<file path="src/design/mem_bus_pkg.sv">
`default_nettype none

package mem_bus_pkg;

    // Bus widths
    localparam int ADDR_W = 32;
    localparam int DATA_W = 32;
    localparam int SEL_W  = DATA_W / 8;        // One select bit per byte lane

    // Address map with one 4 MB mask for both banks
    localparam logic [ADDR_W-1:0] BASE_RAM_ADDR = 32'h8000_0000;
    localparam logic [ADDR_W-1:0] EXT_RAM_ADDR  = 32'h8040_0000;
    localparam logic [ADDR_W-1:0] RAM_ADDR_MSK  = 32'hFFC0_0000;

    // On-chip bank depth in words
    localparam int DEFAULT_RAM_WORDS = 256;

    // Routing state of the decoder
    typedef enum logic [1:0] {
        BANK_NONE = 2'd0,   // No transfer open
        BANK_BASE = 2'd1,
        BANK_EXT  = 2'd2
    } bank_sel_t;

endpackage

`default_nettype wire
</file>
<file path="src/design/wb_bus_if.sv">
`timescale 1ns/1ps
`default_nettype none

// Single-master stb/ack bus with one transfer in flight at a time
interface wb_bus_if #(
    parameter int ADDR_W = mem_bus_pkg::ADDR_W,
    parameter int DATA_W = mem_bus_pkg::DATA_W
);

    logic [ADDR_W-1:0]   adr;
    logic [DATA_W-1:0]   wdat;
    logic                we;
    logic [DATA_W/8-1:0] sel;      // Byte lane enables
    logic                stb;      // Held until ack or err
    logic [DATA_W-1:0]   rdat;
    logic                ack;      // One cycle per transfer
    logic                err;      // One cycle in place of ack

    modport master (
        output adr, wdat, we, sel, stb,
        input  rdat, ack, err
    );

    modport slave (
        input  adr, wdat, we, sel, stb,
        output rdat, ack, err
    );

endinterface

`default_nettype wire

</file>
<file path="src/design/bus_arbiter.sv">
`timescale 1ns/1ps
`default_nettype none

module bus_arbiter #(
    parameter int ADDR_W = mem_bus_pkg::ADDR_W,
    parameter int DATA_W = mem_bus_pkg::DATA_W
) (
    input  wire logic                sys_clk_i,
    input  wire logic                sys_rst_i,

    // Instruction port, read only
    input  wire logic [ADDR_W-1:0]   inst_adr_i,
    input  wire logic                inst_stb_i,
    output logic      [DATA_W-1:0]   inst_rdat_o,
    output logic                     inst_ack_o,
    output logic                     inst_err_o,

    // Data port
    input  wire logic [ADDR_W-1:0]   data_adr_i,
    input  wire logic [DATA_W-1:0]   data_wdat_i,
    input  wire logic                data_we_i,
    input  wire logic [DATA_W/8-1:0] data_sel_i,
    input  wire logic                data_stb_i,
    output logic      [DATA_W-1:0]   data_rdat_o,
    output logic                     data_ack_o,
    output logic                     data_err_o,

    wb_bus_if.master                 bus_m
);

    logic busy;          // Transfer open on the shared bus
    logic grant_data;    // 1 when the data port owns the bus
    logic last_data;     // 1 when the data port was served last
    logic pick_data;
    logic done;

    // Tie goes round robin and a lone request wins
    assign pick_data = data_stb_i && (!inst_stb_i || !last_data);
    assign done      = bus_m.ack || bus_m.err;

    always_ff @(posedge sys_clk_i or posedge sys_rst_i) begin
        if (sys_rst_i) begin
            busy       <= 1'b0;
            grant_data <= 1'b0;
            last_data  <= 1'b0;      // Inst counts as served so data wins first tie
        end else if (!busy) begin
            if (inst_stb_i || data_stb_i) begin
                busy       <= 1'b1;
                grant_data <= pick_data;
            end
        end else if (done) begin
            busy      <= 1'b0;
            last_data <= grant_data;
        end
    end

    // Granted port drives the shared bus
    assign bus_m.stb  = busy;
    assign bus_m.adr  = grant_data ? data_adr_i : inst_adr_i;
    assign bus_m.wdat = grant_data ? data_wdat_i : '0;
    assign bus_m.we   = grant_data && data_we_i;   // Inst fetch never writes
    assign bus_m.sel  = grant_data ? data_sel_i : '1;

    // Responses go back to the owner only
    assign inst_ack_o  = busy && !grant_data && bus_m.ack;
    assign inst_err_o  = busy && !grant_data && bus_m.err;
    assign inst_rdat_o = (busy && !grant_data) ? bus_m.rdat : '0;
    assign data_ack_o  = busy && grant_data && bus_m.ack;
    assign data_err_o  = busy && grant_data && bus_m.err;
    assign data_rdat_o = (busy && grant_data) ? bus_m.rdat : '0;

endmodule

`default_nettype wire

</file>
<file path="src/flat_wrapper.sv">
// flat-port wrapper written by rule: the top's interface ports become plain ports
module bus_arbiter_flat 
#(
    parameter int ADDR_W = mem_bus_pkg::ADDR_W,
    parameter int DATA_W = mem_bus_pkg::DATA_W
)
  (sys_clk_i, sys_rst_i, inst_adr_i, inst_stb_i, inst_rdat_o, inst_ack_o, inst_err_o, data_adr_i, data_wdat_i, data_we_i, data_sel_i, data_stb_i, data_rdat_o, data_ack_o, data_err_o, bus_m_adr, bus_m_wdat, bus_m_we, bus_m_sel, bus_m_stb, bus_m_rdat, bus_m_ack, bus_m_err);
  wb_bus_if #(.ADDR_W(ADDR_W), .DATA_W(DATA_W)) bus_m_i ();
  input  wire logic sys_clk_i;
  input  wire logic sys_rst_i;
  input  wire logic [ADDR_W-1:0] inst_adr_i;
  input  wire logic inst_stb_i;
  output logic      [DATA_W-1:0] inst_rdat_o;
  output logic inst_ack_o;
  output logic inst_err_o;
  input  wire logic [ADDR_W-1:0] data_adr_i;
  input  wire logic [DATA_W-1:0] data_wdat_i;
  input  wire logic data_we_i;
  input  wire logic [DATA_W/8-1:0] data_sel_i;
  input  wire logic data_stb_i;
  output logic      [DATA_W-1:0] data_rdat_o;
  output logic data_ack_o;
  output logic data_err_o;
  output wire logic [$bits(bus_m_i.adr)-1:0] bus_m_adr;
  output wire logic [$bits(bus_m_i.wdat)-1:0] bus_m_wdat;
  output wire logic [$bits(bus_m_i.we)-1:0] bus_m_we;
  output wire logic [$bits(bus_m_i.sel)-1:0] bus_m_sel;
  output wire logic [$bits(bus_m_i.stb)-1:0] bus_m_stb;
  input wire logic [$bits(bus_m_i.rdat)-1:0] bus_m_rdat;
  input wire logic [$bits(bus_m_i.ack)-1:0] bus_m_ack;
  input wire logic [$bits(bus_m_i.err)-1:0] bus_m_err;
  assign bus_m_adr = bus_m_i.adr;
  assign bus_m_wdat = bus_m_i.wdat;
  assign bus_m_we = bus_m_i.we;
  assign bus_m_sel = bus_m_i.sel;
  assign bus_m_stb = bus_m_i.stb;
  assign bus_m_i.rdat = bus_m_rdat;
  assign bus_m_i.ack = bus_m_ack;
  assign bus_m_i.err = bus_m_err;
  bus_arbiter #(.ADDR_W(ADDR_W), .DATA_W(DATA_W)) u_core (.sys_clk_i(sys_clk_i), .sys_rst_i(sys_rst_i), .inst_adr_i(inst_adr_i), .inst_stb_i(inst_stb_i), .inst_rdat_o(inst_rdat_o), .inst_ack_o(inst_ack_o), .inst_err_o(inst_err_o), .data_adr_i(data_adr_i), .data_wdat_i(data_wdat_i), .data_we_i(data_we_i), .data_sel_i(data_sel_i), .data_stb_i(data_stb_i), .data_rdat_o(data_rdat_o), .data_ack_o(data_ack_o), .data_err_o(data_err_o), .bus_m(bus_m_i));
endmodule
</file>
<file path="config.mk">
export PLATFORM = sky130hd
export DESIGN_NAME = bus_arbiter_flat
export DESIGN_NICKNAME = d
export VERILOG_FILES = /design/src/design/mem_bus_pkg.sv /design/src/design/wb_bus_if.sv /design/src/design/bus_arbiter.sv /design/src/flat_wrapper.sv
export SDC_FILE = /design/constraint.sdc
export NUM_CORES = 1
export LEC_CHECK = 0
export BUFFER_PORTS_ARGS = -buffer_cell sky130_fd_sc_hd__clkbuf_2
export CAP_MARGIN = 20
export CORE_AREA = 2 2 109 111
export CTS_CLUSTER_DIAMETER = 30
export DETAILED_ROUTE_END_ITERATION = 8
export DIE_AREA = 0 0 111 113
export GPL_ROUTABILITY_DRIVEN = 0
export PLACE_DENSITY = 0.53
export REMOVE_ABC_BUFFERS = 1
export SYNTH_ARGS = -nofsm -noshare
export SYNTH_HDL_FRONTEND = slang
export SYNTH_SLANG_ARGS = --single-unit
</file>
<file path="constraint.sdc">
create_clock -name sys_clk_i -period 2.4 [get_ports sys_clk_i]
set_input_delay 0 -clock sys_clk_i [delete_from_list [all_inputs] [get_ports sys_clk_i]]
set_output_delay 0 -clock sys_clk_i [all_outputs]
set_load 0.05 [all_outputs]
</file>
# After elaboration in Yosys (flattened, before gate mapping)
# Index checks and enable logic that the tools add are counted.
# op_classes
mux	8
n_bitwise	1
reduce_logical	16
# ops
cell	n
$mux 32	4
$logic_and 1x1->1	8
$mux 4	1
$reduce_and 2->1	2
$logic_not 1->1	3
$logic_or 1x1->1	3
$mux 1	3
$not 1->1	1
# word_totals
register_bits	3
in_bits	139
out_inout_bits	138

# Logic depth before layout (Yosys ltp)
# logic_depth
ltp_word	3
mapped_depth	4

# Worst setup path before layout
# Ideal clock, no wire load.
# synth_timing
kind	register to output
startpoint	register u_core.busy, in the netlist u_core.bus_m.stb
endpoint	output data_rdat_o[11]
arrival_time_ps	1546
t_required_ps	2400
path_slack_ps	854
path_stages_with_launch	4
cell_sequence	dfrtp_1 > buf_4 > clkbuf_1 > and3_1
# synth_between
elab_chain_len	2
# synth_lines
element	line	text
start, declared	bus_arbiter.sv:31	logic busy;
start signal, assigned	bus_arbiter.sv:43	busy <= 1'b0;
start signal, assigned	bus_arbiter.sv:48	busy <= 1'b1;
start signal, assigned	bus_arbiter.sv:52	busy <= 1'b0;
$logic_and 1x1->1	bus_arbiter.sv:70	assign data_rdat_o = (busy && grant_data) ? bus_m.rdat : '0;
$mux 32	bus_arbiter.sv:70	
end, declared	flat_wrapper.sv:21	output logic [DATA_W-1:0] data_rdat_o;
# Every way passes these cells.

# Worst setup path in the final report
# layout_timing
startpoint	register u_core.grant_data
endpoint	output inst_rdat_o[26]
# layout_between
elab_chain_len	3
# layout_lines
element	line	text
start, declared	bus_arbiter.sv:32	logic grant_data;
start signal, assigned	bus_arbiter.sv:49	grant_data <= pick_data;
$logic_not 1->1	bus_arbiter.sv:67	assign inst_rdat_o = (busy && !grant_data) ? bus_m.rdat : '0;
$logic_and 1x1->1	bus_arbiter.sv:67	
$mux 32	bus_arbiter.sv:67	
end, declared	flat_wrapper.sv:13	output logic [DATA_W-1:0] inst_rdat_o;
# Every way passes these cells.

==> impl_metrics.csv <==
group,metric,value,unit
finish,drive_gt1_frac,0.731,
route,routed_wirelength,6850,um
floorplan,fp.dieH,113,um
logic_synthesis,syn_avg_cell_area,8.59,um^2
global_route,grt_max_degree,55,
critical_path,worst_setup_path_start_kind,"flop",
timing,slew-limit-headroom,0.574,
run_status,outcome,"finished clean",
floorplan,die_w,111,um
clocking,cts_max_level,1,
clocking,cts_max_path_buffers,2,
placed_design,dpl.hpwl,5950,um
timing,max_freq,0.492,GHz
clocking,cts-root-buf,"clkbuf_16",
finish,final_nets,572,
timing,finalSetupViolCount,0,
finish,area_growth,105,%
logic_synthesis,synth_top_area_frac,0.333,
logic_synthesis,synth_seq_area_share,0.0520,
floorplan,start_util,0.128,
timing,setup_ws,367,ps
clocking,cts-buffers-inserted,3,
floorplan,rows,39,
power_and_ir_drop,total_power,0.00348,W
placed_design,dpl_worst_slack,534,ps
route,drt_iter0_markers,43,
job,cap_violations,0,
power_and_ir_drop,vdd_drop_max,0.000478,V
global_route,grt_pass1_wl,10300,um
logic_synthesis,yosysWarnings,0,
timing,tightest_slew,637,ps
critical_path,required,2400,ps
logic_synthesis,synthTopCellsByCount,"and2_1 (67), and3_1 (34), mux2_4 (32)",
timing,finalCritPeriodShare,0.847,
logic_synthesis,synth_top_area_cell,"mux2_4",
global_route,antenna_found_initial,0,
route,avgRoutedWirePerCell,11.9,um
clocking,cts_resized,0,
critical_path,crit_type,"flop to primary output",
clocking,clk-insertion-delay-late,220,ps
clocking,hold_buffers,1,
clocking,cts_tree,"yes",
global_route,grt_pass1_vias,2092,
route,drc,0,
hold_path,hold_class,"input pin to flop",
clocking,cts_sinks,3,
timing,whs,44.6,ps
global_route,overflow,0,
logic_synthesis,async_flop_share,1.00,
critical_path,crit_path_max_fanout,53,
placed_design,numPortBuffers,276,
route,first_pass_iters,4,
floorplan,dieArea,12500,um^2
power_and_ir_drop,p_leak,1.95,nW
clocking,clk_pin_slew,30,ps
global_route,grt_usage,0.0976,
timing,fin_crit,2030,ps
critical_path,cp.arrival,2030,ps
logic_synthesis,synth.area.top_cells,"mux2_4 (33%), and2_1 (29%), and3_1 (15%)",
logic_synthesis,synth_top_flop_cell,"dfrtp_1",
logic_synthesis,ys_ff_latch,3,
logic_synthesis,syn_inst,168,
floorplan,ios,277,
floorplan,core_area,11300,um^2
logic_synthesis,netlist_area,1440,um^2
critical_path,cp-end-kind,"primary output",
timing,slew_viol_final,0,
timing,setup_tns,0,ps
timing,hold_viol,0,
power_and_ir_drop,power.density,1180,nW/um^2
clocking,post-cts-setup-buffer-count,0,
logic_synthesis,yosysMostFrequentCell,"and2_1",
route,vias,2203,
timing,rsz0062_at_grt,"false",
logic_synthesis,synth.distinct_cells,18,
finish,num_antenna_cells,0,
finish,final_util,0.263,
timing,clock_skew,1.29,ps
route,drt-vias-per-instance,3.83,
route,ant_nets,0,
logic_synthesis,synth_edf_count,0,
-- metal layers --
metal / track usage / vias up / routed length (um)
li1: - / 1092 / -
met1: 0.128 / 970 / 2800
met2: 0.172 / 139 / 3420
met3: 0.0177 / 2 / 615
met4: 0.0142 / 0 / 11
met5: 0 / - / 0
-- report_power, final --
group	total [W]	internal (W)	leakage [nW]	switching (W)
registers	0.000182	0.0000726	0.0340	0.000109
logic	0.00304	0.000830	1.87	0.00221
clock network	0.000265	0.000219	0.0382	0.0000456
-- through the flow --
stage          instances  instance area, um^2
6_report             575                 2960
4_1_cts              575                 2960
2_1_floorplan        149                 1280
3_3_place_gp         570                 2870
3_5_place_dp         570                 2870
5_1_grt              575                 2960
-- final timing paths --
kind / from / end / slack (ps) / cells past startpoint
min reg2reg: u_core.last_data / u_core.last_data / 520 / 1
max: u_core.grant_data / inst_rdat_o[26] / 370 / 3
min: inst_stb_i / u_core.bus_m.stb / 40 / 2
max in group asynchronous: sys_rst_i / u_core.grant_data / 2070 / 3
max reg2reg: u_core.grant_data / u_core.last_data / 990 / 2
min in group asynchronous: sys_rst_i / u_core.grant_data / 180 / 3
-- area by class of cell --
cell class	count	area (um^2)
inverter	2	7.51
sequential	3	78.8
tap	143	179
fill	1218	8310
multi-input combinational	144	1200
timing repair buffer	279	1420
clock buffer	4	78.8
-- registers in the layout (all words and copies together), names as in the netlist --
name and flops:
u_core.last_data 1, u_core.grant_data 1, u_core.bus_m.stb 1
-- placed cells by master (no fill, tap or decap), drive strengths merged --
master	synthesis	routed
o21ai	1	1
dfrtp	3	3
o31a	1	1
a32o	1	1
and2	67	67
and3	34	34
nor2b	1	1
mux2	33	33
clkbuf	4	280
nand2b	5	5
nand2	1	1
inv	2	2
buf	15	2
dlygate4sd3	0	1
-- logic make-up after synthesis --
family          Yosys count  share of synthesized area
buf+inv                  21                      0.120
mux                      33                      0.341
simple gates            108                      0.471
flops                     3                     0.0520
compound gates            3                     0.0165
-- worst max-delay path, stage by stage, from the launching register on --
cell and delay (ps):
dfrtp_4 680, nor2b_4 600, and2_1 240, clkbuf_2 280
Note: power is estimated with default switching activity, not from simulation.
