File: config.mk
export PLATFORM = sky130hd
export DESIGN_NAME = addr_decoder_flat
export DESIGN_NICKNAME = d
export VERILOG_FILES = /design/src/design/mem_bus_pkg.sv /design/src/design/wb_bus_if.sv /design/src/design/addr_decoder.sv /design/src/flat_wrapper.sv
export SDC_FILE = /design/constraint.sdc
export NUM_CORES = 1
export LEC_CHECK = 0
export ABC_AREA = 1
export BUFFER_PORTS_ARGS = -buffer_cell sky130_fd_sc_hd__clkbuf_2
export CORE_AREA = 2 2 122 124
export DETAILED_ROUTE_END_ITERATION = 10
export DIE_AREA = 0 0 124 126
export SLEW_MARGIN = 10
export SYNTH_ARGS = -nofsm -noshare
export SYNTH_HDL_FRONTEND = slang
export SYNTH_SLANG_ARGS = --single-unit
File: constraint.sdc
create_clock -name sys_clk_i -period 0.9 [get_ports sys_clk_i]
set_input_delay 0.09 -clock sys_clk_i [delete_from_list [all_inputs] [get_ports sys_clk_i]]
set_output_delay 0.09 -clock sys_clk_i [all_outputs]
set_load 0.05 [all_outputs]
File: src/design/mem_bus_pkg.sv
`default_nettype none

package mem_bus_pkg;

    // Bus widths
    localparam int ADDR_W = 32;
    localparam int DATA_W = 32;
    localparam int SEL_W  = DATA_W / 8;        // One select bit per byte lane

    // Address map with one 4 MB mask for both banks
    localparam logic [ADDR_W-1:0] BASE_RAM_ADDR = 32'h8000_0000;
    localparam logic [ADDR_W-1:0] EXT_RAM_ADDR  = 32'h8040_0000;
    localparam logic [ADDR_W-1:0] RAM_ADDR_MSK  = 32'hFFC0_0000;

    // On-chip bank depth in words
    localparam int DEFAULT_RAM_WORDS = 256;

    // Routing state of the decoder
    typedef enum logic [1:0] {
        BANK_NONE = 2'd0,   // No transfer open
        BANK_BASE = 2'd1,
        BANK_EXT  = 2'd2
    } bank_sel_t;

endpackage

`default_nettype wire
File: src/design/wb_bus_if.sv
`timescale 1ns/1ps
`default_nettype none

// Single-master stb/ack bus with one transfer in flight at a time
interface wb_bus_if #(
    parameter int ADDR_W = mem_bus_pkg::ADDR_W,
    parameter int DATA_W = mem_bus_pkg::DATA_W
);

    logic [ADDR_W-1:0]   adr;
    logic [DATA_W-1:0]   wdat;
    logic                we;
    logic [DATA_W/8-1:0] sel;      // Byte lane enables
    logic                stb;      // Held until ack or err
    logic [DATA_W-1:0]   rdat;
    logic                ack;      // One cycle per transfer
    logic                err;      // One cycle in place of ack

    modport master (
        output adr, wdat, we, sel, stb,
        input  rdat, ack, err
    );

    modport slave (
        input  adr, wdat, we, sel, stb,
        output rdat, ack, err
    );

endinterface

`default_nettype wire

File: src/design/addr_decoder.sv
`timescale 1ns/1ps
`default_nettype none

module addr_decoder import mem_bus_pkg::*; (
    input  wire logic sys_clk_i,
    input  wire logic sys_rst_i,

    wb_bus_if.slave   bus_s,     // From the arbiter
    wb_bus_if.master  base_m,    // To the base bank
    wb_bus_if.master  ext_m      // To the ext bank
);

    bank_sel_t route;     // Bank that owns the open transfer
    logic      err_q;
    logic      hit_base;
    logic      hit_ext;
    logic      idle;

    assign hit_base = (bus_s.adr & RAM_ADDR_MSK) == BASE_RAM_ADDR;
    assign hit_ext  = (bus_s.adr & RAM_ADDR_MSK) == EXT_RAM_ADDR;
    assign idle     = (route == BANK_NONE) && !err_q;

    always_ff @(posedge sys_clk_i or posedge sys_rst_i) begin
        if (sys_rst_i) begin
            route <= BANK_NONE;
            err_q <= 1'b0;
        end else if (err_q) begin
            err_q <= 1'b0;                  // Error lasts one cycle
        end else if (bus_s.ack) begin
            route <= BANK_NONE;             // Bank answered so close transfer
        end else if (bus_s.stb && idle) begin
            if (hit_base)
                route <= BANK_BASE;
            else if (hit_ext)
                route <= BANK_EXT;
            else
                err_q <= 1'b1;              // Unmapped
        end
    end

    // Request fields fan out and only stb is routed
    assign base_m.adr  = bus_s.adr;
    assign base_m.wdat = bus_s.wdat;
    assign base_m.we   = bus_s.we;
    assign base_m.sel  = bus_s.sel;
    assign base_m.stb  = bus_s.stb && (route == BANK_BASE);

    assign ext_m.adr   = bus_s.adr;
    assign ext_m.wdat  = bus_s.wdat;
    assign ext_m.we    = bus_s.we;
    assign ext_m.sel   = bus_s.sel;
    assign ext_m.stb   = bus_s.stb && (route == BANK_EXT);

    // Response from the routed bank
    assign bus_s.rdat = (route == BANK_EXT) ? ext_m.rdat : base_m.rdat;
    assign bus_s.ack  = ((route == BANK_BASE) && base_m.ack) ||
                        ((route == BANK_EXT) && ext_m.ack);
    assign bus_s.err  = err_q ||
                        ((route == BANK_BASE) && base_m.err) ||
                        ((route == BANK_EXT) && ext_m.err);

endmodule

`default_nettype wire

File: src/flat_wrapper.sv
// flat-port wrapper written by rule: the top's interface ports become plain ports
module addr_decoder_flat import mem_bus_pkg::*;
  (sys_clk_i, sys_rst_i, bus_s_adr, bus_s_wdat, bus_s_we, bus_s_sel, bus_s_stb, bus_s_rdat, bus_s_ack, bus_s_err, base_m_adr, base_m_wdat, base_m_we, base_m_sel, base_m_stb, base_m_rdat, base_m_ack, base_m_err, ext_m_adr, ext_m_wdat, ext_m_we, ext_m_sel, ext_m_stb, ext_m_rdat, ext_m_ack, ext_m_err);
  wb_bus_if bus_s_i ();
  wb_bus_if base_m_i ();
  wb_bus_if ext_m_i ();
  input  wire logic sys_clk_i;
  input  wire logic sys_rst_i;
  input wire logic [$bits(bus_s_i.adr)-1:0] bus_s_adr;
  input wire logic [$bits(bus_s_i.wdat)-1:0] bus_s_wdat;
  input wire logic [$bits(bus_s_i.we)-1:0] bus_s_we;
  input wire logic [$bits(bus_s_i.sel)-1:0] bus_s_sel;
  input wire logic [$bits(bus_s_i.stb)-1:0] bus_s_stb;
  output wire logic [$bits(bus_s_i.rdat)-1:0] bus_s_rdat;
  output wire logic [$bits(bus_s_i.ack)-1:0] bus_s_ack;
  output wire logic [$bits(bus_s_i.err)-1:0] bus_s_err;
  output wire logic [$bits(base_m_i.adr)-1:0] base_m_adr;
  output wire logic [$bits(base_m_i.wdat)-1:0] base_m_wdat;
  output wire logic [$bits(base_m_i.we)-1:0] base_m_we;
  output wire logic [$bits(base_m_i.sel)-1:0] base_m_sel;
  output wire logic [$bits(base_m_i.stb)-1:0] base_m_stb;
  input wire logic [$bits(base_m_i.rdat)-1:0] base_m_rdat;
  input wire logic [$bits(base_m_i.ack)-1:0] base_m_ack;
  input wire logic [$bits(base_m_i.err)-1:0] base_m_err;
  output wire logic [$bits(ext_m_i.adr)-1:0] ext_m_adr;
  output wire logic [$bits(ext_m_i.wdat)-1:0] ext_m_wdat;
  output wire logic [$bits(ext_m_i.we)-1:0] ext_m_we;
  output wire logic [$bits(ext_m_i.sel)-1:0] ext_m_sel;
  output wire logic [$bits(ext_m_i.stb)-1:0] ext_m_stb;
  input wire logic [$bits(ext_m_i.rdat)-1:0] ext_m_rdat;
  input wire logic [$bits(ext_m_i.ack)-1:0] ext_m_ack;
  input wire logic [$bits(ext_m_i.err)-1:0] ext_m_err;
  assign bus_s_i.adr = bus_s_adr;
  assign bus_s_i.wdat = bus_s_wdat;
  assign bus_s_i.we = bus_s_we;
  assign bus_s_i.sel = bus_s_sel;
  assign bus_s_i.stb = bus_s_stb;
  assign bus_s_rdat = bus_s_i.rdat;
  assign bus_s_ack = bus_s_i.ack;
  assign bus_s_err = bus_s_i.err;
  assign base_m_adr = base_m_i.adr;
  assign base_m_wdat = base_m_i.wdat;
  assign base_m_we = base_m_i.we;
  assign base_m_sel = base_m_i.sel;
  assign base_m_stb = base_m_i.stb;
  assign base_m_i.rdat = base_m_rdat;
  assign base_m_i.ack = base_m_ack;
  assign base_m_i.err = base_m_err;
  assign ext_m_adr = ext_m_i.adr;
  assign ext_m_wdat = ext_m_i.wdat;
  assign ext_m_we = ext_m_i.we;
  assign ext_m_sel = ext_m_i.sel;
  assign ext_m_stb = ext_m_i.stb;
  assign ext_m_i.rdat = ext_m_rdat;
  assign ext_m_i.ack = ext_m_ack;
  assign ext_m_i.err = ext_m_err;
  addr_decoder u_core (.sys_clk_i(sys_clk_i), .sys_rst_i(sys_rst_i), .bus_s(bus_s_i), .base_m(base_m_i), .ext_m(ext_m_i));
endmodule
; Yosys cells after proc, flatten, opt, wreduce, memory -nomap -nowiden
; Cells that the tools add are included.
[totals]
output_inout_bits = 174
input_bits = 140
word_cells = 33
ff_bits = 3
[op_classes]
reduce_logical = 16
mux = 10
n_eq_ne = 4
n_bitwise = 1
[ops]
columns = operator, count
row1 = $mux 32, 1
row2 = $eq 10x10->1 const B, 2
row3 = $logic_and 1x1->1, 8
row4 = $mux 2, 4
row5 = $mux 1, 5
row6 = $logic_or 1x1->1, 3
row7 = $reduce_and 3->1, 1
row8 = $reduce_bool 3->1, 1
row9 = $eq 2x1->1 const B, 1
row10 = $eq 2x2->1 const B, 1
row11 = $logic_not 2->1, 1
row12 = $reduce_bool 2->1, 1
row13 = $logic_not 1->1, 1
row14 = $not 1->1, 1

; Depth between registers and ports, before layout
; Gate-level depths: netlist (run 1).
[logic_depth]
word_depth = 6
mapped_depth = 6
depth_no_buf = 6

; Worst setup path after synthesis (run 1)
; No wires, ideal clock.
[synth_timing]
path_type = register to output
start = register u_core.route[0]
end = output port ext_m_stb
path_buffers = 1
stages_incl_launch_ff = 5
path_slack_ns = -0.583
arrival_time_ns = 1.393
required_ns = 0.810
cell_sequence = dfrtp_1 -> inv_2 -> nand2_4 -> buf_4 -> nor2_1
[synth_via]
elab_chain_len = 2
[synth_lines]
columns = element, line_no
row1 = from (decl), addr_decoder.sv:13  ; bank_sel_t route;
row2 = from (signal assigned), addr_decoder.sv:25  ; route <= BANK_NONE;
row3 = from (signal assigned), addr_decoder.sv:30  ; route <= BANK_NONE;
row4 = from (signal assigned), addr_decoder.sv:33  ; route <= BANK_BASE;
row5 = $eq 2x2->1, addr_decoder.sv:52  ; assign ext_m.stb = bus_s.stb && (route == BANK_EXT);
row6 = $logic_and 1x1->1, addr_decoder.sv:52
row7 = to (decl), flat_wrapper.sv:29  ; output wire logic [$bits(ext_m_i.stb)-1:0] ext_m_stb;
; Every way passes these cells.

; Worst setup path in the final report (run 1)
[layout_timing]
start = register u_core.route[0]
end = output port bus_s_rdat[9]
[layout_via]
elab_chain_len = 2
[layout_lines]
columns = element, line_no
row1 = $eq 2x2->1, addr_decoder.sv:55  ; assign bus_s.rdat = (route == BANK_EXT) ? ext_m.rdat : base_m.rdat;
row2 = $mux 32, addr_decoder.sv:55
row3 = to (decl), flat_wrapper.sv:14  ; output wire logic [$bits(bus_s_i.rdat)-1:0] bus_s_rdat;
; Every way passes these cells.

==> metrics.md, run 1 <==
| Metric | Value |
|---|---|
| Syn Inst Count | 277 |
| Share of layout cells above drive strength 1 | 88.0% |
| Synth cell types | 18 |
| I/O pin total | 314 |
| Seq pwr share | 5.6% |
| Post-synth EDFFs | 0 |
| Clock Skew | 0.00126 ns |
| Synth Flop Type | dfrtp_1 |
| CP max FO | 8 |
| Final min period | 1.52 ns |
| CP Cell Sequence | inv_2, nand2_4, inv_8, buf_12, buf_12, nand2_8, nand2_8, buf_12 |
| Vias in the first global route | 1725 |
| Die Ht | 126 um |
| Lkg Pwr | 0.00165 uW |
| Setup violations, final | 39 |
| Crit path kind | register to primary output |
| Cell taking the most area after synthesis | buf_4 |
| Crit path required time | 0.81 ns |
| Sw Ratio | 43.0% |
| Final period utilization | 168% |
| Worst hold slack | 0.180 ns |
| Slew @ Worst Pin | 0.300 ns |
| Cell mode on critical path | buf_12 |
| Worst VDD drop | 0.379 mV |
| Via count | 1611 |
| Slew HR | 80.1% |
| Layout Cells excl Fill | 484 |
| Async set-or-reset flop fraction in the synthesized netlist | 100% |
| Inserted Clock Buffers | 3 |
| Port bufs | 136 |
| Final RePlAce weighted congestion | 0.655 |
| Leading post-synthesis cells by instance count | 139 x buf_4, 94 x nand2_1, 11 x nand2_2, 7 x inv_1, 5 x nor2_1 |
| Hold Violations, Final | 0 |
| WL per Instance | 13.6 um |
| Max Slew Vio Count | 0 |
| Worst setup slack after layout | -0.616 ns |
| Top cells by area, synth | buf_4 60%, nand2_1 20%, dfrtp_1 4.3% |
| Congestion Overflow GR | 0 |
| Synth-to-Final Area Change | 109% |
| CP max-delay cell | dfrtp_1 |
| Min-Delay Path Class | primary input to primary output |
| CP Launch Type | register |
| Total core area | 0.0143 sq mm |
| Number of DRC markers in iteration 0 | 20 |
| CTS clock-pin slew for the worst setup and hold paths | 0.03 ns |
| Setup slack at placement | -0.442 ns |
| First-pass GRT wire length | 9400 um |
| Most numerous cell in the Yosys netlist | buf_4 |
| Antenna Cells | 0 |
| Total of max-cap violations | 0 |
| Register area share after synthesis | 4.33% |
| Share of the synthesized area in the top cell type | 60.1% |
| Worst path max stage delay | 0.37 ns |
| Vias per cell | 3.33 |
| Drt pass-1 iters | 2 |
| Die W | 124 um |
| Sw Pwr | 1100 uW |
| Fin Setup TNS | -20.15 ns |
| Final ANT Viol Nets | 0 |
| GRT Total Usage | 7.96% |
| Violations in the final reports | setup timing |
| Root Driver | clkbuf_16 |
| Placed Cells | 470 |
| Fmax | 0.660 GHz |
| Clock power share | 27.9% |
| #FFs+latches synth | 3 |
| RSZ-0062 raised after global routing | yes |
| Fin nets | 441 |
| Power per cell area | 703 mW/mm^2 |
| Antenna violations before repair | 0 |
| Clk_lat worst skew | 0.22 ns |
| Comb pwr share | 66.5% |
| Status | finished with violations |
| Largest net degree at the start of global routing | 24 |
| Total Wirelength | 6600 um |
| DRC Markers | 0 |
| Post-synthesis cell area | 0.00174 sq mm |
| Syn Area/Cell | 6.27 sq um |
| Internal | 1450 uW |
| H-tree depth | 1 |
| CP arrival | 1.43 ns |
| Hpwl dp | 5290 um |
| Full die area | 0.0156 sq mm |
| Initial Utilization | 12.1% |
| Net Count, Synth | 417 |
| Clock Tree Buf Depth | 2 |
| Syn. warnings | 0 |
| Crit end category | primary output |
| FP Rows | 44 |
| CTS tree | done |
| Clock sink total | 3 |
-- logic make-up after synthesis --
family | count (synthesis) | synth area share (%)
AOI/OAI and AO/OA | 2 | 0.938
DFF | 3 | 4.33
and+or+nand+nor | 119 | 28.6
buffers and inverters | 153 | 66.1
-- state kept, by name (all words and copies together) (netlist names) --
name	cells
u_core.err_q	1
u_core.route	2
-- per-stage QoR --
step	cell area, sq um	total power (uW)	utilization [%]
floorplan	2610	2500	-
global placement	2870	1540	20.1
detailed placement	2870	1550	20.1
CTS	3610	2550	25.2
global route	3620	2670	25.3
finish	3620	2550	25.3
-- per-layer routing --
metal	global-route usage, %	wire (um)	part of all wire (%)	vias to the layer above
li1	-	-	-	734
met4	4.89	289	4.4	0
met2	15.6	3540	54	159
met1	6.02	1680	26	685
met3	3.62	1080	16	33
met5	0	0	0	-
-- critical path, delay by kind of cell (launching register included) --
kind | cells | cell delay [ns]
flops | 1 | 0.37
simple gates | 3 | 0.20
buf+inv | 5 | 0.62
-- what timing repair did --
action | CTS | global route
hold buffers | 1 | 0
setup endpoints to repair | 39 | 39
pin swaps | 25 | 6
hold endpoints to repair | 3 | 0
cloned | 1 | 0
resized for setup | 92 | 13
buffers inserted | 8 | 4
-- cell type report --
cell class,count,area (sq um)
Sequential cell,3,75.1
Fill cell,1497,10700
Inverter,9,46.3
Clock buffer,4,78.8
Multi-Input combinational cell,121,1510
Tap cell,184,230
Timing Repair Buffer,163,1680
-- placed cells by master, fill, tap and decap left out, types with 2 or more instances in the layout --
cell,netlist,routed
buf_4,139,10
buf_6,4,4
dfrtp_1,3,3
nand2_2,11,24
nor2_1,5,3
nand2_8,0,49
nand4_1,2,2
nand2_4,1,16
buf_12,1,28
nand3_4,0,2
nand2_1,94,17
clkbuf_16,0,22
inv_1,7,6
nor2_4,0,3
clkbuf_2,0,100
-- worst paths after layout --
| kind | startpoint | endpoint | slack, ns | depth (start not counted) |
|---|---|---|---|---|
| worst min register to register | u_core.err_q$_DFF_PP0_ | u_core.route[1]$_DFFE_PP0P_ | 0.68 | 5 |
| worst min-delay path | bus_s_adr[6] | base_m_adr[6] | 0.18 | 0 |
| max in group asynchronous | sys_rst_i | u_core.route[0]$_DFFE_PP0P_ | 0.46 | 3 |
| worst max register to register | u_core.route[0]$_DFFE_PP0P_ | u_core.route[1]$_DFFE_PP0P_ | -0.37 | 8 |
| worst max-delay path | u_core.route[0]$_DFFE_PP0P_ | bus_s_rdat[9] | -0.62 | 8 |
| min in group asynchronous | sys_rst_i | u_core.route[1]$_DFFE_PP0P_ | 0.31 | 3 |
-- power by group through the flow --
stage / clock [uW] / sequential, uW / combinational [uW]
after detailed placement: 0 / 145 / 1400
after CTS: 721 / 143 / 1690
final: 709 / 143 / 1690
after global routing: 746 / 143 / 1780
after global placement: 0 / 144 / 1400
after floorplan: 0 / 145 / 2360
No activity file was read; power rests on OpenSTA's default activity.
==> run 2: changes to the inputs <==
Settings changed: BUFFER_PORTS_ARGS -buffer_cell sky130_fd_sc_hd__clkbuf_2 to not set, CORE_AREA 2 2 122 124 to 2 2 120 122, DIE_AREA 0 0 124 126 to 0 0 122 124, DONT_BUFFER_PORTS set to 1.
==> run 2 against run 1 <==
  * Flip-flop and latch count stayed put
  * Wire length is 17% lower
  * Clock power is 0.6% lower
  * Largest cell class is now multi-input gates
  * The flow still finishes with violations (setup timing)
  * Maximum frequency is 9.9% higher
  * Die area is 3.2% lower
  * Combinational power is 50% lower
  * Largest power group unchanged
  * Clock skew hardly changed
  * Setup slack better by 0.14 ns
==> metrics.md, run 2 (synthesis gave the netlist of run 1 again) <==
| Metric | Value |
|---|---|
| Status | finished with violations (unchanged) |
| Violations in the final reports | setup timing (unchanged) |
| Total core area | 0.0137 sq mm (was 0.0143 sq mm) |
| Comb pwr share | 50.1% (was 66.5%) |
| Vias in the first global route | 1239 (was 1725) |
| Worst VDD drop | 0.291 mV (was 0.379 mV) |
| Seq pwr share | 8.4% (was 5.6%) |
| Clk_lat worst skew | 0.22 ns (about the same) |
| Final min period | 1.38 ns (was 1.52 ns) |
| Vias per cell | 3.34 (was 3.33) |
| Clock sink total | 3 (unchanged) |
| DRC Markers | 0 (unchanged) |
| Congestion Overflow GR | 0 (unchanged) |
| FILL cells | 1519 (was 1497) |
| Share of layout cells above drive strength 1 | 69.0% (was 88.0%) |
| Synth-to-Final Area Change | 28.4% (was 109%) |
| Total of max-cap violations | 0 (unchanged) |
| Crit end category | primary output (unchanged) |
| Clock Tree Buf Depth | 2 (unchanged) |
| Power, Total | 1700 uW (was 2550 uW) |
| Die W | 122 um (was 124 um) |
| Setup violations, final | 39 (unchanged) |
| Initial Utilization | 12.6% (was 12.1%) |
| H-tree depth | 1 (unchanged) |
| I/O pin total | 314 (unchanged) |
| Final period utilization | 153% (was 168%) |
| Crit path kind | register to primary output (unchanged) |
| Total Wirelength | 5450 um (was 6600 um) |
| Fin Setup TNS | -16.84 ns (was -20.15 ns) |
| Post-Layout Inst Area | 0.00223 sq mm (was 0.00362 sq mm) |
| Slew HR | 78.5% (was 80.1%) |
| Hpwl dp | 4650 um (was 5290 um) |
| Lkg Pwr | 0.000799 uW (was 0.00165 uW) |
| Fmax | 0.725 GHz (was 0.660 GHz) |
| Largest net degree at the start of global routing | 13 (was 24) |
| Full die area | 0.0151 sq mm (was 0.0156 sq mm) |
| Antenna Cells | 0 (unchanged) |
| Root Driver | clkbuf_16 (unchanged) |
| Drt pass-1 iters | 2 (unchanged) |
| RSZ-0062 raised after global routing | yes (unchanged) |
| CP max FO | 6 (was 8) |
| Largest Register | u_core.route (unchanged) |
| Hold Violations, Final | 0 (unchanged) |
| Sw Pwr | 730 uW (was 1100 uW) |
| Internal | 968 uW (was 1450 uW) |
| Min-Delay Path Class | primary input to register (was primary input to primary output) |
| Most frequent cells in the layout | 55 x nand2_8, 28 x nand2_1, 12 x nand2_4, 11 x nand2_2, 7 x buf_4 (was 100 x clkbuf_2, 49 x nand2_8, 28 x buf_12, 24 x nand2_2, 22 x clkbuf_16) |
| Max Slew Vio Count | 0 (unchanged) |
| Clock power share | 41.5% (was 27.9%) |
| Final RePlAce weighted congestion | 0.622 (was 0.655) |
| CP max-delay cell | dfrtp_1 (unchanged) |
| Commonest non-fill, non-tap cell in the layout | nand2_8 (was clkbuf_2) |
| Number of DRC markers in iteration 0 | 10 (was 20) |
| Die Ht | 124 um (was 126 um) |
| Inserted Clock Buffers | 3 (unchanged) |
| GRT Total Usage | 6.51% (was 7.96%) |
| FP Rows | 43 (was 44) |
| Reg area | 75.1 sq um (unchanged) |
| Largest register FFs | 2 (unchanged) |
| Worst setup slack after layout | -0.479 ns (was -0.616 ns) |
| Final ANT Viol Nets | 0 (unchanged) |
| Post-DP Area | 0.00188 sq mm (was 0.00287 sq mm) |
| Clock Skew | 0.00125 ns (was 0.00126 ns) |
| Area of the multi-input gates | 0.00153 sq mm (was 0.00151 sq mm) |
| CTS tree | done (unchanged) |
| CP Launch Type | register (unchanged) |
| Worst path max stage delay | 0.37 ns (about the same) |
| Crit path required time | 0.81 ns (about the same) |
| Power per cell area | 762 mW/mm^2 (was 703 mW/mm^2) |
| Cell mode on critical path | nand2_4 (was buf_12) |
| Antenna violations before repair | 0 (unchanged) |
| Largest regs | u_core.route (2), u_core.err_q (1) (unchanged) |
| CTS clock-pin slew for the worst setup and hold paths | 0.03 ns (about the same) |
| Via count | 1119 (was 1611) |
| Sw Ratio | 43.0% (about the same) |
| Slew @ Worst Pin | 0.322 ns (was 0.300 ns) |
| First-pass GRT wire length | 7160 um (was 9400 um) |
| CP arrival | 1.29 ns (was 1.43 ns) |
| WL per Instance | 16.3 um (was 13.6 um) |
| Fin nets | 296 (was 441) |
| Port bufs | 0 (was 136) |
| CP Cell Sequence | inv_2, nand2_4, clkinv_8, buf_16, nand2_4, nand3_4 (was inv_2, nand2_4, inv_8, buf_12, buf_12, nand2_8, nand2_8, buf_12) |
==> run 2: power by group through the flow <==
stage / Sequential (uW) / Clock (uW) / Combinational (uW)
floorplan: 145 / 0 / 2360
global placement: 144 / 0 / 754
detailed placement: 145 / 0 / 769
CTS: 143 / 719 / 847
global route: 143 / 736 / 889
finish: 143 / 705 / 850
==> run 2: final timing paths <==
check                                            start  slack (ns)                          end  depth (start not counted)
hold / removal                           bus_s_adr[22]        0.02  u_core.route[1]$_DFFE_PP0P_                          2
hold reg to reg            u_core.route[0]$_DFFE_PP0P_        0.67  u_core.route[0]$_DFFE_PP0P_                          3
setup / recovery           u_core.route[0]$_DFFE_PP0P_       -0.48                    bus_s_err                          6
min in group asynchronous                    sys_rst_i        0.20       u_core.err_q$_DFF_PP0_                          2
setup reg to reg           u_core.route[0]$_DFFE_PP0P_       -0.28  u_core.route[0]$_DFFE_PP0P_                          7
max in group asynchronous                    sys_rst_i        0.57  u_core.route[0]$_DFFE_PP0P_                          2
==> run 2: what timing repair did <==
| action | CTS | global route |
|---|---|---|
| resized for setup | 31 | 9 |
| hold buffers | 1 | 0 |
| pin swaps | 31 | 14 |
| gates cloned | 2 | 0 |
| endpoints found under the setup margin | 39 | 39 |
| setup buffers | 1 | 0 |
| endpoints found under the hold margin | 3 | 0 |
==> run 2: per-stage QoR <==
stage / setup slack (ns) / cells / util, % / hold WS [ns]
3_3_place_gp: -0.260 / 328 / 13.7 / -0.147
3_5_place_dp: -0.290 / 328 / 13.7 / -0.138
4_1_cts: -0.489 / 335 / 15.9 / 0.0217
2_1_floorplan: -0.347 / 277 / - / -0.156
6_report: -0.479 / 335 / 16.2 / 0.0242
5_1_grt: -0.521 / 335 / 16.2 / 0.0812
==> run 2: layout make-up <==
| type | instances | area share [%] |
|---|---|---|
| Inverter | 9 | 2.19 |
| Multi-Input combinational cell | 121 | 68.8 |
| Tap cell | 180 | 10.1 |
| Sequential cell | 3 | 3.37 |
| Clock buffer | 4 | 3.54 |
| Timing Repair Buffer | 18 | 12.0 |
==> run 2: worst max-delay path: cells and delay by family, from the launching register on <==
| family | cells | cell delay (ns) |
|---|---|---|
| AND/OR/NAND/NOR | 3 | 0.33 |
| buffers and inverters | 3 | 0.35 |
| flip-flops | 1 | 0.37 |
==> run 2: per-layer routing <==
| metal | track usage, % | vias to the layer above | part of all wire [%] |
|---|---|---|---|
| li1 | - | 453 | - |
| met1 | 4.48 | 474 | 23 |
| met2 | 12.0 | 159 | 52 |
| met3 | 4.08 | 33 | 19 |
| met4 | 5.75 | 0 | 5.9 |
| met5 | 0 | - | 0 |
==> run 3: changes to the inputs <==
Settings changed: GPL_TIMING_DRIVEN set to 0.
==> run 3 against run 2 <==
  * The run still ends with setup timing left
  * Register-to-register slack lost 0.26 ns
  * Die area is the same
  * Sequential share of layout area shrank 1.1 points
  * Count of clock-buffer cells in the layout is the same
  * Non-clock buffer count grew 137
  * Maximum frequency shrank 6.7%
  * Flip-flop and latch count is the same
  * Clock skew grew 0.0011 ns
  * Critical endpoint is now bus_s_rdat[24]
==> metrics.md, run 3 (synthesis gave the netlist of run 1 again) <==
| Metric | Value |
|---|---|
| Status | finished with violations (unchanged) |
| Violations in the final reports | setup timing (unchanged) |
| Clock Tree Buf Depth | 2 (unchanged) |
| Fin nets | 433 (was 296) |
| Worst setup slack after layout | -0.578 ns (was -0.479 ns) |
| Largest regs | u_core.route (2), u_core.err_q (1) (unchanged) |
| Full die area | 0.0151 sq mm (unchanged) |
| Final min period | 1.48 ns (was 1.38 ns) |
| Port bufs | 0 (unchanged) |
| DR top layer | met4 (unchanged) |
| Post-DP Area | 0.00284 sq mm (was 0.00188 sq mm) |
| FILL cells | 1442 (was 1519) |
| Drt pass-1 iters | 4 (was 2) |
| CTS tree | done (unchanged) |
| Slew HR | 61.1% (was 78.5%) |
| Power per cell area | 1000 mW/mm^2 (was 762 mW/mm^2) |
| Root Driver | clkbuf_16 (unchanged) |
| Fmax | 0.676 GHz (was 0.725 GHz) |
| Flop-to-flop setup slack | -0.54 ns (was -0.28 ns) |
| Number of DRC markers in iteration 0 | 12 (was 10) |
| Hpwl dp | 5740 um (was 4650 um) |
| Total core area | 0.0137 sq mm (unchanged) |
| Largest register FFs | 2 (unchanged) |
| Lkg Pwr | 0.00146 uW (was 0.000799 uW) |
| WL per Instance | 13.8 um (was 16.3 um) |
| Synth-to-Final Area Change | 97.5% (was 28.4%) |
| H-tree depth | 1 (unchanged) |
| FP Rows | 43 (unchanged) |
| Via count | 1607 (was 1119) |
| Power, Total | 3440 uW (was 1700 uW) |
| Max Slew Vio Count | 0 (unchanged) |
| Hold Violations, Final | 0 (unchanged) |
| Clock sink total | 3 (unchanged) |
| Vias per cell | 3.40 (was 3.34) |
| Seq pwr share | 4.2% (was 8.4%) |
| Placed Cells | 457 (was 328) |
| Layout Cells excl Fill | 472 (was 335) |
| Crit end category | primary output (unchanged) |
| DRC Markers | 0 (unchanged) |
| Total of max-cap violations | 0 (unchanged) |
| Final RePlAce weighted congestion | 0.780 (was 0.622) |
| Commonest non-fill, non-tap cell in the layout | buf_4 (was nand2_8) |
| CP Cell Sequence | inv_2, nand2_8, inv_12, buf_12, buf_16, nand2_4, nand2_8 (was inv_2, nand2_4, clkinv_8, buf_16, nand2_4, nand3_4) |
| Worst VDD drop | 0.731 mV (was 0.291 mV) |
| Fin Setup TNS | -19.44 ns (was -16.84 ns) |
| Most frequent cells in the layout | 142 x buf_4, 65 x nand2_8, 22 x nand2_1, 12 x nand2_2, 7 x nand2_4 (was 55 x nand2_8, 28 x nand2_1, 12 x nand2_4, 11 x nand2_2, 7 x buf_4) |
| Total Wirelength | 6530 um (was 5450 um) |
| Clock Skew | 0.00231 ns (was 0.00125 ns) |
| CP max-delay cell | dfrtp_1 (unchanged) |
| Routed length on met1 | 1650 um (was 1250 um) |
| CP Launch Type | register (unchanged) |
| Congestion Overflow GR | 0 (unchanged) |
| Largest net degree at the start of global routing | 11 (was 13) |
| Worst hold slack | 0.0240 ns (was 0.0242 ns) |
| Clock power share | 20.7% (was 41.5%) |
| Crit path kind | register to primary output (unchanged) |
| Final ANT Viol Nets | 0 (unchanged) |
| Largest Register | u_core.route (unchanged) |
| Internal | 1420 uW (was 968 uW) |
| Sw Ratio | 58.8% (was 43.0%) |
| Initial Utilization | 12.6% (unchanged) |
| Die W | 122 um (unchanged) |
| Cell mode on critical path | nand2_8 (was nand2_4) |
| Inserted Clock Buffers | 3 (unchanged) |
| Comb pwr share | 75.1% (was 50.1%) |
| Sw Pwr | 2020 uW (was 730 uW) |
| Clk_lat worst skew | 0.23 ns (was 0.22 ns) |
| Final period utilization | 164% (was 153%) |
| Antenna violations before repair | 0 (unchanged) |
| GRT Total Usage | 6.84% (was 6.51%) |
| Vias in the first global route | 1527 (was 1239) |
| CTS clock-pin slew for the worst setup and hold paths | 0.03 ns (about the same) |
| CP top delay family | buffers and inverters (was flip-flops) |
| CP max FO | 6 (unchanged) |
| Setup violations, final | 39 (unchanged) |
| Share of layout cells above drive strength 1 | 86.0% (was 69.0%) |
| RSZ-0062 raised after global routing | yes (unchanged) |
| Met3 WL | 911 um (was 1040 um) |
| Post-Layout Inst Area | 0.00343 sq mm (was 0.00223 sq mm) |
| Crit path required time | 0.81 ns (about the same) |
| I/O pin total | 314 (unchanged) |
| Antenna Cells | 0 (unchanged) |
| Slew @ Worst Pin | 0.579 ns (was 0.322 ns) |
| Die Ht | 124 um (unchanged) |
| First-pass GRT wire length | 7760 um (was 7160 um) |
| WP buf/inv | 4 (was 3) |
| CP arrival | 1.39 ns (was 1.29 ns) |
| Min-Delay Path Class | primary input to register (unchanged) |
| Worst path max stage delay | 0.38 ns (was 0.37 ns) |
| WL met2 | 3880 um (was 2840 um) |
## run 3: cell types whose count changed in the layout (fill, tap and decap cells not counted), sizes merged
cell | before | now
clkbuf | 4 | 5
buf | 17 | 153
clkinv | 1 | 0
inv | 8 | 9
## run 3: metal layers
metal	up-vias	global-route usage, %
met5	-	0
met4	0	2.80
met3	4	2.34
met1	714	5.58
li1	723	-
met2	166	14.5
## run 3: layout make-up
type,instances,area [sq um],share of cell area [%]
tap,180,225,6.57
multi-input combinational,121,1660,48.5
buffer,144,1160,33.8
clock buffer,4,78.8,2.30
sequential,3,76.3,2.23
timing repair buffer,11,180,5.26
inverter,9,48.8,1.42
## run 3: timing repair
item | 4_1_cts | 5_1_grt
gates resized for setup | 34 | 29
buffers inserted | 7 | 1
pin swaps | 17 | 28
hold endpoints to repair | 3 | 0
cloned | 2 | 1
setup endpoints to repair | 39 | 39
hold buffers | 1 | 0
## run 3: power groups by stage
stage | Sequential (uW) | Combinational, uW | Clock [uW]
6_report | 144 | 2580 | 712
5_1_grt | 144 | 2650 | 735
4_1_cts | 144 | 2520 | 722
3_5_place_dp | 145 | 2440 | 0
3_3_place_gp | 145 | 2440 | 0
2_1_floorplan | 145 | 2360 | 0
## run 3: metrics by stage
stage          worst slack, ns  utilization, %
2_1_floorplan           -0.347               -
3_3_place_gp            -0.461            20.7
3_5_place_dp            -0.489            20.7
4_1_cts                 -0.568            23.5
5_1_grt                 -0.635            25.0
6_report                -0.578            25.0
## run 3: final timing paths
path	startpoint	depth (start not counted)	endpoint
worst max-delay path	u_core.route[0]$_DFFE_PP0P_	7	bus_s_rdat[24]
worst min-delay path	bus_s_adr[22]	2	u_core.route[1]$_DFFE_PP0P_
worst max register to register	u_core.route[0]$_DFFE_PP0P_	7	u_core.route[1]$_DFFE_PP0P_
worst min register to register	u_core.route[0]$_DFFE_PP0P_	3	u_core.route[0]$_DFFE_PP0P_
max in group asynchronous	sys_rst_i	2	u_core.route[1]$_DFFE_PP0P_
min in group asynchronous	sys_rst_i	2	u_core.err_q$_DFF_PP0_
